**config.mk**
```make
export PLATFORM = sky130hd
export DESIGN_NAME = mailbox_top
export DESIGN_NICKNAME = d
export VERILOG_FILES = /design/src/design/mailbox_pkg.sv /design/src/design/mailbox_ifs.sv /design/src/design/mailbox_ctrl.sv /design/src/design/mailbox_fn_regs.sv /design/src/design/mailbox_msg_ram.sv /design/src/design/mailbox_top.sv
export SDC_FILE = /design/constraint.sdc
export NUM_CORES = 2
export LEC_CHECK = 0
export BUFFER_PORTS_ARGS = -buffer_cell sky130_fd_sc_hd__buf_4
export CAP_MARGIN = 20
export CORE_UTILIZATION = 40
export DETAILED_ROUTE_END_ITERATION = 16
export REMOVE_ABC_BUFFERS = 1
export SYNTH_ARGS = -nofsm -noshare
export SYNTH_HDL_FRONTEND = slang
export SYNTH_MEMORY_MAX_BITS = 65536
export SYNTH_SLANG_ARGS = --single-unit
```
**constraint.sdc**
```tcl
create_clock -name clk -period 7.63 [get_ports clk]
set_clock_uncertainty 0.15 [all_clocks]
set_input_delay 1.526 -clock clk [delete_from_list [all_inputs] [get_ports clk]]
set_output_delay 1.526 -clock clk [all_outputs]
set_load 0.1 [all_outputs]
```
**src/design/mailbox_pkg.sv**
```systemverilog
/* sizes, address map, command and response codes shared by the mailbox RTL
   and its testbench; modules pull it in with a wildcard import */
`default_nettype none

package mailbox_pkg;

  ////////////////////////////////////////
  // function space
  localparam int N_FN = 8;
  localparam int FN_W = 3;
  typedef logic [FN_W-1:0] fn_t;

  // bus widths
  localparam int DATA_W = 32;
  localparam int ADDR_W = 8;
  typedef logic [DATA_W-1:0] data_t;
  typedef logic [ADDR_W-1:0] addr_t;

  ////////////////////////////////////////
  // message buffers, one per function
  localparam int MSG_WORDS      = 16;
  localparam int MSG_IDX_W      = 4;
  localparam int MEM_RD_LATENCY = 2;

  // word location in the message memory
  typedef struct packed {
    fn_t                  fn;
    logic [MSG_IDX_W-1:0] idx;
  } msg_addr_t;

  ////////////////////////////////////////
  // register map, byte addresses
  localparam addr_t STATUS_A   = 8'h00;
  localparam addr_t CMD_A      = 8'h04;
  localparam addr_t TARGET_A   = 8'h08;
  localparam addr_t IRQ_EN_A   = 8'h0C;
  // message words run from here through 0x7F
  localparam addr_t MSG_BASE_A = 8'h40;

  typedef enum logic [3:0] {
    CMD_SEND = 4'd1,
    CMD_RCV  = 4'd2
  } cmd_e;

  typedef enum logic [1:0] {
    RESP_OKAY   = 2'd0,
    RESP_SLVERR = 2'd2,
    RESP_DECERR = 2'd3
  } resp_e;

  // table update requested by the controller
  typedef enum logic [2:0] {
    FN_OP_NONE,
    FN_OP_SEND,
    FN_OP_RCV,
    FN_OP_SET_TARGET,
    FN_OP_SET_IRQ_EN
  } fn_op_e;

endpackage

`default_nettype wire

```
**src/design/mailbox_ifs.sv**
```systemverilog
/* bundles between the mailbox controller and its two datapath blocks,
   the message memory and the per-function tables */
`timescale 1ns/1ps
`default_nettype none

// message memory port, read data returns MEM_RD_LATENCY cycles after re
interface mailbox_msg_mem_if import mailbox_pkg::*; ();
  logic      re;
  msg_addr_t rd_addr;
  logic      we;
  msg_addr_t wr_addr;
  data_t     wdata;
  data_t     rdata;
  logic      rvalid;

  modport ctrl (output re, rd_addr, we, wr_addr, wdata, input rdata, rvalid);
  modport ram  (input re, rd_addr, we, wr_addr, wdata, output rdata, rvalid);
endinterface

// table access for the current caller
interface mailbox_fn_regs_if import mailbox_pkg::*; ();
  fn_t    cur_fn;
  fn_op_e op;
  data_t  wdata;
  logic   cur_in_pend;
  logic   cur_out_pend;
  fn_t    cur_target;
  logic   cur_irq_en;
  logic   tgt_in_pend;
  // registered when a SEND or RCV is applied
  logic   notify_en;
  fn_t    notify_fn;

  modport ctrl (output cur_fn, op, wdata,
                input  cur_in_pend, cur_out_pend, cur_target, cur_irq_en,
                       tgt_in_pend, notify_en, notify_fn);
  modport regs (input  cur_fn, op, wdata,
                output cur_in_pend, cur_out_pend, cur_target, cur_irq_en,
                       tgt_in_pend, notify_en, notify_fn);
endinterface

`default_nettype wire

```
**src/design/mailbox_ctrl.sv**
```systemverilog
/* mailbox transaction FSM; serves one read or write at a time, decodes the
   register map, drives table ops and memory accesses, raises irq events */
`timescale 1ns/1ps
`default_nettype none

module mailbox_ctrl import mailbox_pkg::*; (
  input  logic  clk,
  input  logic  rst,
  input  logic  i_s_awvalid,
  output logic  o_s_awready,
  input  addr_t i_s_awaddr,
  input  fn_t   i_s_awuser,
  input  logic  i_s_wvalid,
  output logic  o_s_wready,
  input  data_t i_s_wdata,
  output logic  o_s_bvalid,
  input  logic  i_s_bready,
  output resp_e o_s_bresp,
  input  logic  i_s_arvalid,
  output logic  o_s_arready,
  input  addr_t i_s_araddr,
  input  fn_t   i_s_aruser,
  output logic  o_s_rvalid,
  input  logic  i_s_rready,
  output data_t o_s_rdata,
  output resp_e o_s_rresp,
  mailbox_msg_mem_if.ctrl mem,
  mailbox_fn_regs_if.ctrl regs,
  output logic  o_irq_vld,
  output fn_t   o_irq_fn,
  input  logic  i_irq_ack
);

  typedef enum logic [8:0] {
    ST_IDLE    = 9'b000000001,
    ST_ADDR    = 9'b000000010,
    ST_DEC     = 9'b000000100,
    ST_RD_WAIT = 9'b000001000,
    ST_RD_RESP = 9'b000010000,
    ST_WR_DATA = 9'b000100000,
    ST_EXEC    = 9'b001000000,
    ST_WR_RESP = 9'b010000000,
    ST_IRQ     = 9'b100000000
  } state_e;

  state_e               state;
  state_e               state_nxt;
  logic                 rd_q;
  logic                 notify_q;
  addr_t                addr_q;
  fn_t                  fn_q;
  data_t                wdata_q;
  data_t                rdata_q;
  resp_e                rresp_q;
  resp_e                bresp_q;
  logic                 pick_rd;
  logic                 is_status;
  logic                 is_cmd;
  logic                 is_target;
  logic                 is_irq_en;
  logic                 is_msg;
  logic [MSG_IDX_W-1:0] msg_idx;
  logic                 rd_done;
  data_t                rdata_c;
  resp_e                rresp_c;
  cmd_e                 cmd_c;
  fn_op_e               op_c;
  resp_e                bresp_c;
  logic                 mem_we_c;

  ////////////////////////////////////////
  // FSM
  // on a tie the kind not served last wins; rd_q also marks the current kind
  assign pick_rd = i_s_arvalid & (~i_s_awvalid | ~rd_q);

  always_ff @(posedge clk) begin
    if (rst) begin
      state <= ST_IDLE;
      rd_q  <= 1'b0;
    end else begin
      state <= state_nxt;
      if (state == ST_IDLE && (i_s_awvalid || i_s_arvalid)) begin
        rd_q <= pick_rd;
      end
    end
  end

  always_comb begin
    state_nxt = state;
    case (state)
      ST_IDLE:    if (i_s_awvalid || i_s_arvalid) state_nxt = ST_ADDR;
      ST_ADDR:    state_nxt = ST_DEC;
      ST_DEC:     state_nxt = rd_q ? ST_RD_WAIT : ST_WR_DATA;
      ST_RD_WAIT: if (rd_done) state_nxt = ST_RD_RESP;
      ST_RD_RESP: if (i_s_rready) state_nxt = ST_IDLE;
      ST_WR_DATA: if (i_s_wvalid) state_nxt = ST_EXEC;
      ST_EXEC:    state_nxt = ST_WR_RESP;
      ST_WR_RESP: begin
        if (i_s_bready) begin
          state_nxt = (notify_q && regs.notify_en) ? ST_IRQ : ST_IDLE;
        end
      end
      ST_IRQ:     if (i_irq_ack) state_nxt = ST_IDLE;
      default:    state_nxt = ST_IDLE;
    endcase
  end

  ////////////////////////////////////////
  // address, caller and write data capture
  always_ff @(posedge clk) begin
    if (state == ST_ADDR) begin
      addr_q <= rd_q ? i_s_araddr : i_s_awaddr;
      fn_q   <= rd_q ? i_s_aruser : i_s_awuser;
    end
    if (state == ST_WR_DATA && i_s_wvalid) begin
      wdata_q <= i_s_wdata;
    end
  end

  // word aligned addresses only
  assign is_status = (addr_q == STATUS_A);
  assign is_cmd    = (addr_q == CMD_A);
  assign is_target = (addr_q == TARGET_A);
  assign is_irq_en = (addr_q == IRQ_EN_A);
  assign is_msg    = (addr_q >= MSG_BASE_A) && (addr_q < MSG_BASE_A + 4 * MSG_WORDS) &&
                     (addr_q[1:0] == 2'b00);
  assign msg_idx   = addr_q[MSG_IDX_W+1:2];

  ////////////////////////////////////////
  // read path
  // reads come from the caller's own buffer; CMD_A is write only
  assign mem.re      = (state == ST_DEC) & rd_q & is_msg;
  assign mem.rd_addr = '{fn: fn_q, idx: msg_idx};
  assign rd_done     = is_msg ? mem.rvalid : 1'b1;

  always_comb begin
    rdata_c = '0;
    rresp_c = RESP_OKAY;
    if (is_status) begin
      rdata_c[1:0] = {regs.cur_out_pend, regs.cur_in_pend};
    end else if (is_target) begin
      rdata_c[FN_W-1:0] = regs.cur_target;
    end else if (is_irq_en) begin
      rdata_c[0] = regs.cur_irq_en;
    end else if (is_msg) begin
      rdata_c = regs.cur_in_pend ? mem.rdata : '0;
    end else begin
      rresp_c = RESP_DECERR;
    end
  end

  always_ff @(posedge clk) begin
    if (state == ST_RD_WAIT && rd_done) begin
      rdata_q <= rdata_c;
      rresp_q <= rresp_c;
    end
  end

  ////////////////////////////////////////
  // write execution takes one cycle in ST_EXEC
  assign cmd_c = cmd_e'(wdata_q[$bits(cmd_e)-1:0]);

  always_comb begin
    op_c     = FN_OP_NONE;
    bresp_c  = RESP_OKAY;
    mem_we_c = 1'b0;
    if (state == ST_EXEC) begin
      if (is_cmd) begin
        if (cmd_c == CMD_SEND && !regs.tgt_in_pend) begin
          op_c = FN_OP_SEND;
        end else if (cmd_c == CMD_RCV && regs.cur_in_pend) begin
          op_c = FN_OP_RCV;
        end else begin
          bresp_c = RESP_SLVERR;
        end
      end else if (is_target) begin
        op_c = FN_OP_SET_TARGET;
      end else if (is_irq_en) begin
        op_c = FN_OP_SET_IRQ_EN;
      end else if (is_msg) begin
        // target still holds an unread message
        if (regs.tgt_in_pend) begin
          bresp_c = RESP_SLVERR;
        end else begin
          mem_we_c = 1'b1;
        end
      end else begin
        bresp_c = RESP_DECERR;
      end
    end
  end

  always_ff @(posedge clk) begin
    if (state == ST_EXEC) begin
      bresp_q <= bresp_c;
    end
  end

  always_ff @(posedge clk) begin
    if (rst) begin
      notify_q <= 1'b0;
    end else if (state == ST_EXEC) begin
      notify_q <= (op_c == FN_OP_SEND) || (op_c == FN_OP_RCV);
    end
  end

  assign regs.cur_fn = fn_q;
  assign regs.op     = op_c;
  assign regs.wdata  = wdata_q;

  // message words go to the target's buffer
  assign mem.we      = mem_we_c;
  assign mem.wr_addr = '{fn: regs.cur_target, idx: msg_idx};
  assign mem.wdata   = wdata_q;

  ////////////////////////////////////////
  // bus and interrupt outputs
  assign o_s_arready = (state == ST_ADDR) & rd_q;
  assign o_s_awready = (state == ST_ADDR) & ~rd_q;
  assign o_s_wready  = (state == ST_EXEC);
  assign o_s_bvalid  = (state == ST_WR_RESP);
  assign o_s_bresp   = bresp_q;
  assign o_s_rvalid  = (state == ST_RD_RESP);
  assign o_s_rdata   = rdata_q;
  assign o_s_rresp   = rresp_q;
  assign o_irq_vld   = (state == ST_IRQ);
  assign o_irq_fn    = regs.notify_fn;

  // one transaction at a time on the slave port
  a_resp_excl: assert property (@(posedge clk) disable iff (rst)
    !(o_s_rvalid && o_s_bvalid));

  // event and its function held until the interrupt controller takes it
  a_irq_hold: assert property (@(posedge clk) disable iff (rst)
    o_irq_vld && !i_irq_ack |=> o_irq_vld && $stable(o_irq_fn));

endmodule

`default_nettype wire

```
**src/design/mailbox_fn_regs.sv**
```systemverilog
/* per-function mailbox tables: pending flags, senders, targets and irq
   enables, updated by op strobes from the controller */
`timescale 1ns/1ps
`default_nettype none

module mailbox_fn_regs import mailbox_pkg::*; (
  input logic clk,
  input logic rst,
  mailbox_fn_regs_if.regs regs
);

  logic [N_FN-1:0] in_pend;
  logic [N_FN-1:0] out_pend;
  logic [N_FN-1:0] irq_en;
  fn_t             sender [N_FN];
  fn_t             target [N_FN];
  fn_t             cur_tgt;
  fn_t             cur_sender;

  ////////////////////////////////////////
  // views for the current caller
  assign cur_tgt    = target[regs.cur_fn];
  assign cur_sender = sender[regs.cur_fn];

  assign regs.cur_in_pend  = in_pend[regs.cur_fn];
  assign regs.cur_out_pend = out_pend[regs.cur_fn];
  assign regs.cur_target   = cur_tgt;
  assign regs.cur_irq_en   = irq_en[regs.cur_fn];
  assign regs.tgt_in_pend  = in_pend[cur_tgt];

  ////////////////////////////////////////
  // table updates
  always_ff @(posedge clk) begin
    if (rst) begin
      in_pend  <= '0;
      out_pend <= '0;
      irq_en   <= '0;
      for (int i = 0; i < N_FN; i++) begin
        sender[i] <= '0;
        target[i] <= '0;
      end
    end else begin
      case (regs.op)
        FN_OP_SEND: begin
          in_pend[cur_tgt]        <= 1'b1;
          out_pend[regs.cur_fn]   <= 1'b1;
          sender[cur_tgt]         <= regs.cur_fn;
        end
        FN_OP_RCV: begin
          in_pend[regs.cur_fn]    <= 1'b0;
          out_pend[cur_sender]    <= 1'b0;
        end
        FN_OP_SET_TARGET: target[regs.cur_fn] <= regs.wdata[FN_W-1:0];
        FN_OP_SET_IRQ_EN: irq_en[regs.cur_fn] <= regs.wdata[0];
        default: ;
      endcase
    end
  end

  // target after SEND, original sender after RCV
  always_ff @(posedge clk) begin
    if (rst) begin
      regs.notify_en <= 1'b0;
      regs.notify_fn <= '0;
    end else if (regs.op == FN_OP_SEND) begin
      regs.notify_en <= irq_en[cur_tgt];
      regs.notify_fn <= cur_tgt;
    end else if (regs.op == FN_OP_RCV) begin
      regs.notify_en <= irq_en[cur_sender];
      regs.notify_fn <= cur_sender;
    end
  end

  // controller must refuse a SEND to a busy target
  a_send_free: assert property (@(posedge clk) disable iff (rst)
    regs.op == FN_OP_SEND |-> !regs.tgt_in_pend);

endmodule

`default_nettype wire

```
**src/design/mailbox_msg_ram.sv**
```systemverilog
/* message buffer memory, one MSG_WORDS buffer per function; reads return
   through a MEM_RD_LATENCY stage pipeline with a matching valid */
`timescale 1ns/1ps
`default_nettype none

module mailbox_msg_ram import mailbox_pkg::*; (
  input logic clk,
  input logic rst,
  mailbox_msg_mem_if.ram mem
);

  data_t                     ram_q [N_FN*MSG_WORDS];
  data_t                     rd_pipe [MEM_RD_LATENCY];
  logic [MEM_RD_LATENCY-1:0] vld_pipe;

  always_ff @(posedge clk) begin
    if (mem.we) begin
      ram_q[{mem.wr_addr.fn, mem.wr_addr.idx}] <= mem.wdata;
    end
  end

  ////////////////////////////////////////
  // read pipeline
  always_ff @(posedge clk) begin
    if (mem.re) begin
      rd_pipe[0] <= ram_q[{mem.rd_addr.fn, mem.rd_addr.idx}];
    end
    for (int i = 1; i < MEM_RD_LATENCY; i++) begin
      rd_pipe[i] <= rd_pipe[i-1];
    end
  end

  // valid tracks each read, several may be in flight
  always_ff @(posedge clk) begin
    if (rst) begin
      vld_pipe <= '0;
    end else begin
      vld_pipe <= (vld_pipe << 1) | MEM_RD_LATENCY'(mem.re);
    end
  end

  assign mem.rdata  = rd_pipe[MEM_RD_LATENCY-1];
  assign mem.rvalid = vld_pipe[MEM_RD_LATENCY-1];

endmodule

`default_nettype wire

```
**src/design/mailbox_top.sv**
```systemverilog
/* mailbox top level; plain AXI4-Lite style slave port plus the interrupt
   event, wired into the controller, function tables and message memory */
`timescale 1ns/1ps
`default_nettype none

module mailbox_top import mailbox_pkg::*; (
  input  logic  clk,
  input  logic  rst,
  // write address
  input  logic  i_s_awvalid,
  output logic  o_s_awready,
  input  addr_t i_s_awaddr,
  input  fn_t   i_s_awuser,
  // write data
  input  logic  i_s_wvalid,
  output logic  o_s_wready,
  input  data_t i_s_wdata,
  // write response
  output logic  o_s_bvalid,
  input  logic  i_s_bready,
  output resp_e o_s_bresp,
  // read address
  input  logic  i_s_arvalid,
  output logic  o_s_arready,
  input  addr_t i_s_araddr,
  input  fn_t   i_s_aruser,
  // read data
  output logic  o_s_rvalid,
  input  logic  i_s_rready,
  output data_t o_s_rdata,
  output resp_e o_s_rresp,
  // interrupt event
  output logic  o_irq_vld,
  output fn_t   o_irq_fn,
  input  logic  i_irq_ack
);

  mailbox_msg_mem_if u_mem_if ();
  mailbox_fn_regs_if u_regs_if ();

  mailbox_ctrl u_ctrl (
    .clk         (clk),
    .rst         (rst),
    .i_s_awvalid (i_s_awvalid),
    .o_s_awready (o_s_awready),
    .i_s_awaddr  (i_s_awaddr),
    .i_s_awuser  (i_s_awuser),
    .i_s_wvalid  (i_s_wvalid),
    .o_s_wready  (o_s_wready),
    .i_s_wdata   (i_s_wdata),
    .o_s_bvalid  (o_s_bvalid),
    .i_s_bready  (i_s_bready),
    .o_s_bresp   (o_s_bresp),
    .i_s_arvalid (i_s_arvalid),
    .o_s_arready (o_s_arready),
    .i_s_araddr  (i_s_araddr),
    .i_s_aruser  (i_s_aruser),
    .o_s_rvalid  (o_s_rvalid),
    .i_s_rready  (i_s_rready),
    .o_s_rdata   (o_s_rdata),
    .o_s_rresp   (o_s_rresp),
    .mem         (u_mem_if.ctrl),
    .regs        (u_regs_if.ctrl),
    .o_irq_vld   (o_irq_vld),
    .o_irq_fn    (o_irq_fn),
    .i_irq_ack   (i_irq_ack)
  );

  mailbox_fn_regs u_fn_regs (
    .clk  (clk),
    .rst  (rst),
    .regs (u_regs_if.regs)
  );

  mailbox_msg_ram u_msg_ram (
    .clk (clk),
    .rst (rst),
    .mem (u_mem_if.ram)
  );

endmodule

`default_nettype wire

```
==> metrics <==
status=finished, final reports clean; Wirelength per Cell=between 30 and 40 um; pwr dens=around 270 nW/um^2; Syn Std Cell Area=165000 um^2; RSZ-0062 raised after global routing=no; worst hold stages=0; Hold Slack=0.175 ns; Port-buffer cells=106; vias in the first global route=75753; maximum clock rate=172 MHz; worst setup slack after layout=1.81 ns; GPL Wtd Cong=0.863; leading area contributor after synthesis=edfxtp_1; Worst-Margin Slew=1.20 ns; Comb pwr share=8.8%; placed inst area=174000 um^2; largest net degree at the start of global routing=139; CTS Buf Count=~430; syn_area_per_cell=24.7 um^2; Net Sw Power=11.4 mW; synth warn=0; path type of the worst setup path=reg -> reg; fin crit share=approximately 76%; Crit Path Max Fanout=38; Final Hold Fails=0; Slew Limit Fails=0; clock network power share=40.0%; Cell Rows=approximately 240; initial DRC count=9654; sequential fraction of design power=51.2%; sw frac=a little under a quarter; asr flop ratio synth=0%; Core ar.=410000 um^2; layout cells sized above 1=34.1%; Post-synth EDFFs=about 4300; max-cap violations=0; Setup crit end kind=flop; CP Data Arrival Time=6.26 ns; Synth top area share=77.4%; Hold WC Path Type=reg -> reg; Sink Count=4334; grt total ovfl=0; Die Area=415000 um^2; first-pass GRT wire length=585000 um; Post-CTS Setup Bufs=0; post-synthesis sequential area ratio=78.4%; Mapped Cells=6669; detailed-placement wirelength estimate=around 240000 um; Setup Viol. Count Final=0; clk_lat worst skew=0.99 ns; Place WS=1.75 ns; number of synthesized register bits=roughly 4300; via total after detailed routing=roughly 75000; Die Wd=approximately 640 um; Starting Density=about two fifths; clock buffer depth=4; Worst-path clk slew=around 0.060 ns; Finished Core Util=45.9%; largest cells by area after synthesis=edfxtp_1, mux4_2, dfxtp_1; Rel. slew slack=20.2%; H-tree levels=5; Cell Int Power=39.2 mW; CTS tree=yes; Distinct cells, synth=60; Fillers=33119; Ports=107; post-cts sizing count=0; Vias/cell=roughly 5.8; fin area=188000 um^2; CTS root buf=clkbuf_16; first-pass detailed-route iteration total=6; Die H=approximately 640 um; final wirelength=418000 um; GRT Overall Usage=19.9%; DRC=0; Synth top cells by count=edfxtp_1, mux4_2, clkbuf_1; ys flop type=edfxtp_1; fin nets=~7200; Critical Path Start Type=flop; most frequent cell after synthesis=edfxtp_1; R2R cell count=7; static leakage power=57.5 nW; initial antenna violation count=56; Max rail drop VDD=~200 uV; Area Growth Syn to Fin=14.2%; critical path required time=around 8.1 ns; hold_buf cts=0; minimum clock period=between 5 and 6 ns; Final ANT Viol Nets=0
-- worst max-delay path, cell delays in order (launching register included) --
cell and delay, ns:
dfxtp_4 0.83, mux4_2 0.64, mux2i_2 0.79, nand2_1 0.16, a2bb2oi_1 0.26, a21oi_1 0.52, nand3_4 0.85, nor2_4 1.20
-- cells in the final DEF (no fill, tap or decap), types with 7 or more instances in the layout --
master / count
edfxtp_1: 4254
mux4_2: 1357
clkbuf_16: 434
buf_4: 321
clkinv_1: 110
nor2_1: 87
clkbuf_1: 85
clkinv_2: 82
nor3_2: 80
dfxtp_1: 73
nand2_1: 62
mux2_2: 55
nor2_4: 49
buf_12: 37
a21oi_1: 32
and2_1: 31
bufinv_16: 29
o21ai_0: 25
buf_16: 25
diode_2: 24
nand2b_1: 13
mux2i_1: 13
nor2b_1: 11
o21bai_1: 11
clkinvlp_4: 11
inv_1: 10
nor3_1: 10
nand3_1: 10
inv_6: 10
or3_1: 9
or2_2: 7
-- layout make-up --
type / instances / area, um^2 / area share (%)
Sequential cell: 4334 / 129000 / 68.7
Multi-Input combinational cell: 1950 / 34900 / 18.5
Clock buffer: 519 / 11200 / 5.93
Tap cell: 5451 / 6820 / 3.62
Timing Repair Buffer: 383 / 3840 / 2.04
Clock inverter: 258 / 2150 / 1.14
Antenna cell: 24 / 60.1 / 0.0319
Inverter: 10 / 37.5 / 0.0199
-- per-layer routing --
| layer | global-route usage, % | vias to the layer above | share of wire (%) |
|---|---|---|---|
| li1 | - | 29862 | - |
| met5 | 0 | - | 0.0031 |
| met3 | 3.28 | 548 | 8.2 |
| met1 | 29.1 | 41644 | 42 |
| met4 | 5.56 | 2 | 2.8 |
| met2 | 31.2 | 3341 | 47 |
-- cells by family after synthesis --
logic type,after synthesis,synth area share [%]
AO/OA/AOI/OAI,105,0.413
buffers and inverters,385,0.952
flip-flops,4334,78.4
AND/OR/NAND/NOR,415,1.23
multiplexers,1428,19.0
XOR/XNOR,2,0.0106
-- metrics by stage --
| step | setup TNS (ns) | std cells | power [mW] |
|---|---|---|---|
| after floorplan | -3588.51 | 6294 | 33.3 |
| after global placement | 0 | 12089 | 30.9 |
| after detailed placement | 0 | 12106 | 30.9 |
| after CTS | 0 | 12883 | 51.0 |
| after global routing | 0 | 12908 | 51.9 |
| final | 0 | 12929 | 50.6 |
-- power by group through the flow --
| stage | logic [mW] | registers, mW | clock network, mW |
|---|---|---|---|
| global route | 4.61 | 25.9 | 21.4 |
| CTS | 4.50 | 25.9 | 20.6 |
| global placement | 4.47 | 26.4 | 0 |
| detailed placement | 4.49 | 26.4 | 0 |
| finish | 4.44 | 25.9 | 20.2 |
| floorplan | 6.44 | 26.9 | 0 |
-- registers in the layout, summed over array words and instances, names as in the netlist, 2 cells and up, named ones only --
register / count
u_msg_ram.rd_pipe: 64
u_ctrl.o_s_rdata: 32
u_fn_regs.out_pend: 8
u_ctrl.regs.cur_fn: 3
u_ctrl.mem.wdata: 32
u_fn_regs.in_pend: 8
u_ctrl.state: 9
u_ctrl.addr_q: 8
u_fn_regs.target: 24
u_fn_regs.irq_en: 8
u_fn_regs.regs.notify_fn: 3
u_ctrl.o_s_bresp: 2
u_fn_regs.sender: 24
u_msg_ram.vld_pipe: 2
u_msg_ram.ram_q: 4096
-- path summary, 6_finish.rpt --
kind	slack, ns	startpoint	endpoint
max	1.81	flop	u_msg_ram.ram_q[59][14]
min	0.17	u_msg_ram.rd_pipe[0][26]	u_msg_ram.rd_pipe[0][58]
max reg2reg	1.81	flop	u_msg_ram.ram_q[59][14]
min reg2reg	0.17	u_msg_ram.rd_pipe[0][26]	u_msg_ram.rd_pipe[0][58]
No activity file was read; power rests on OpenSTA's default activity.
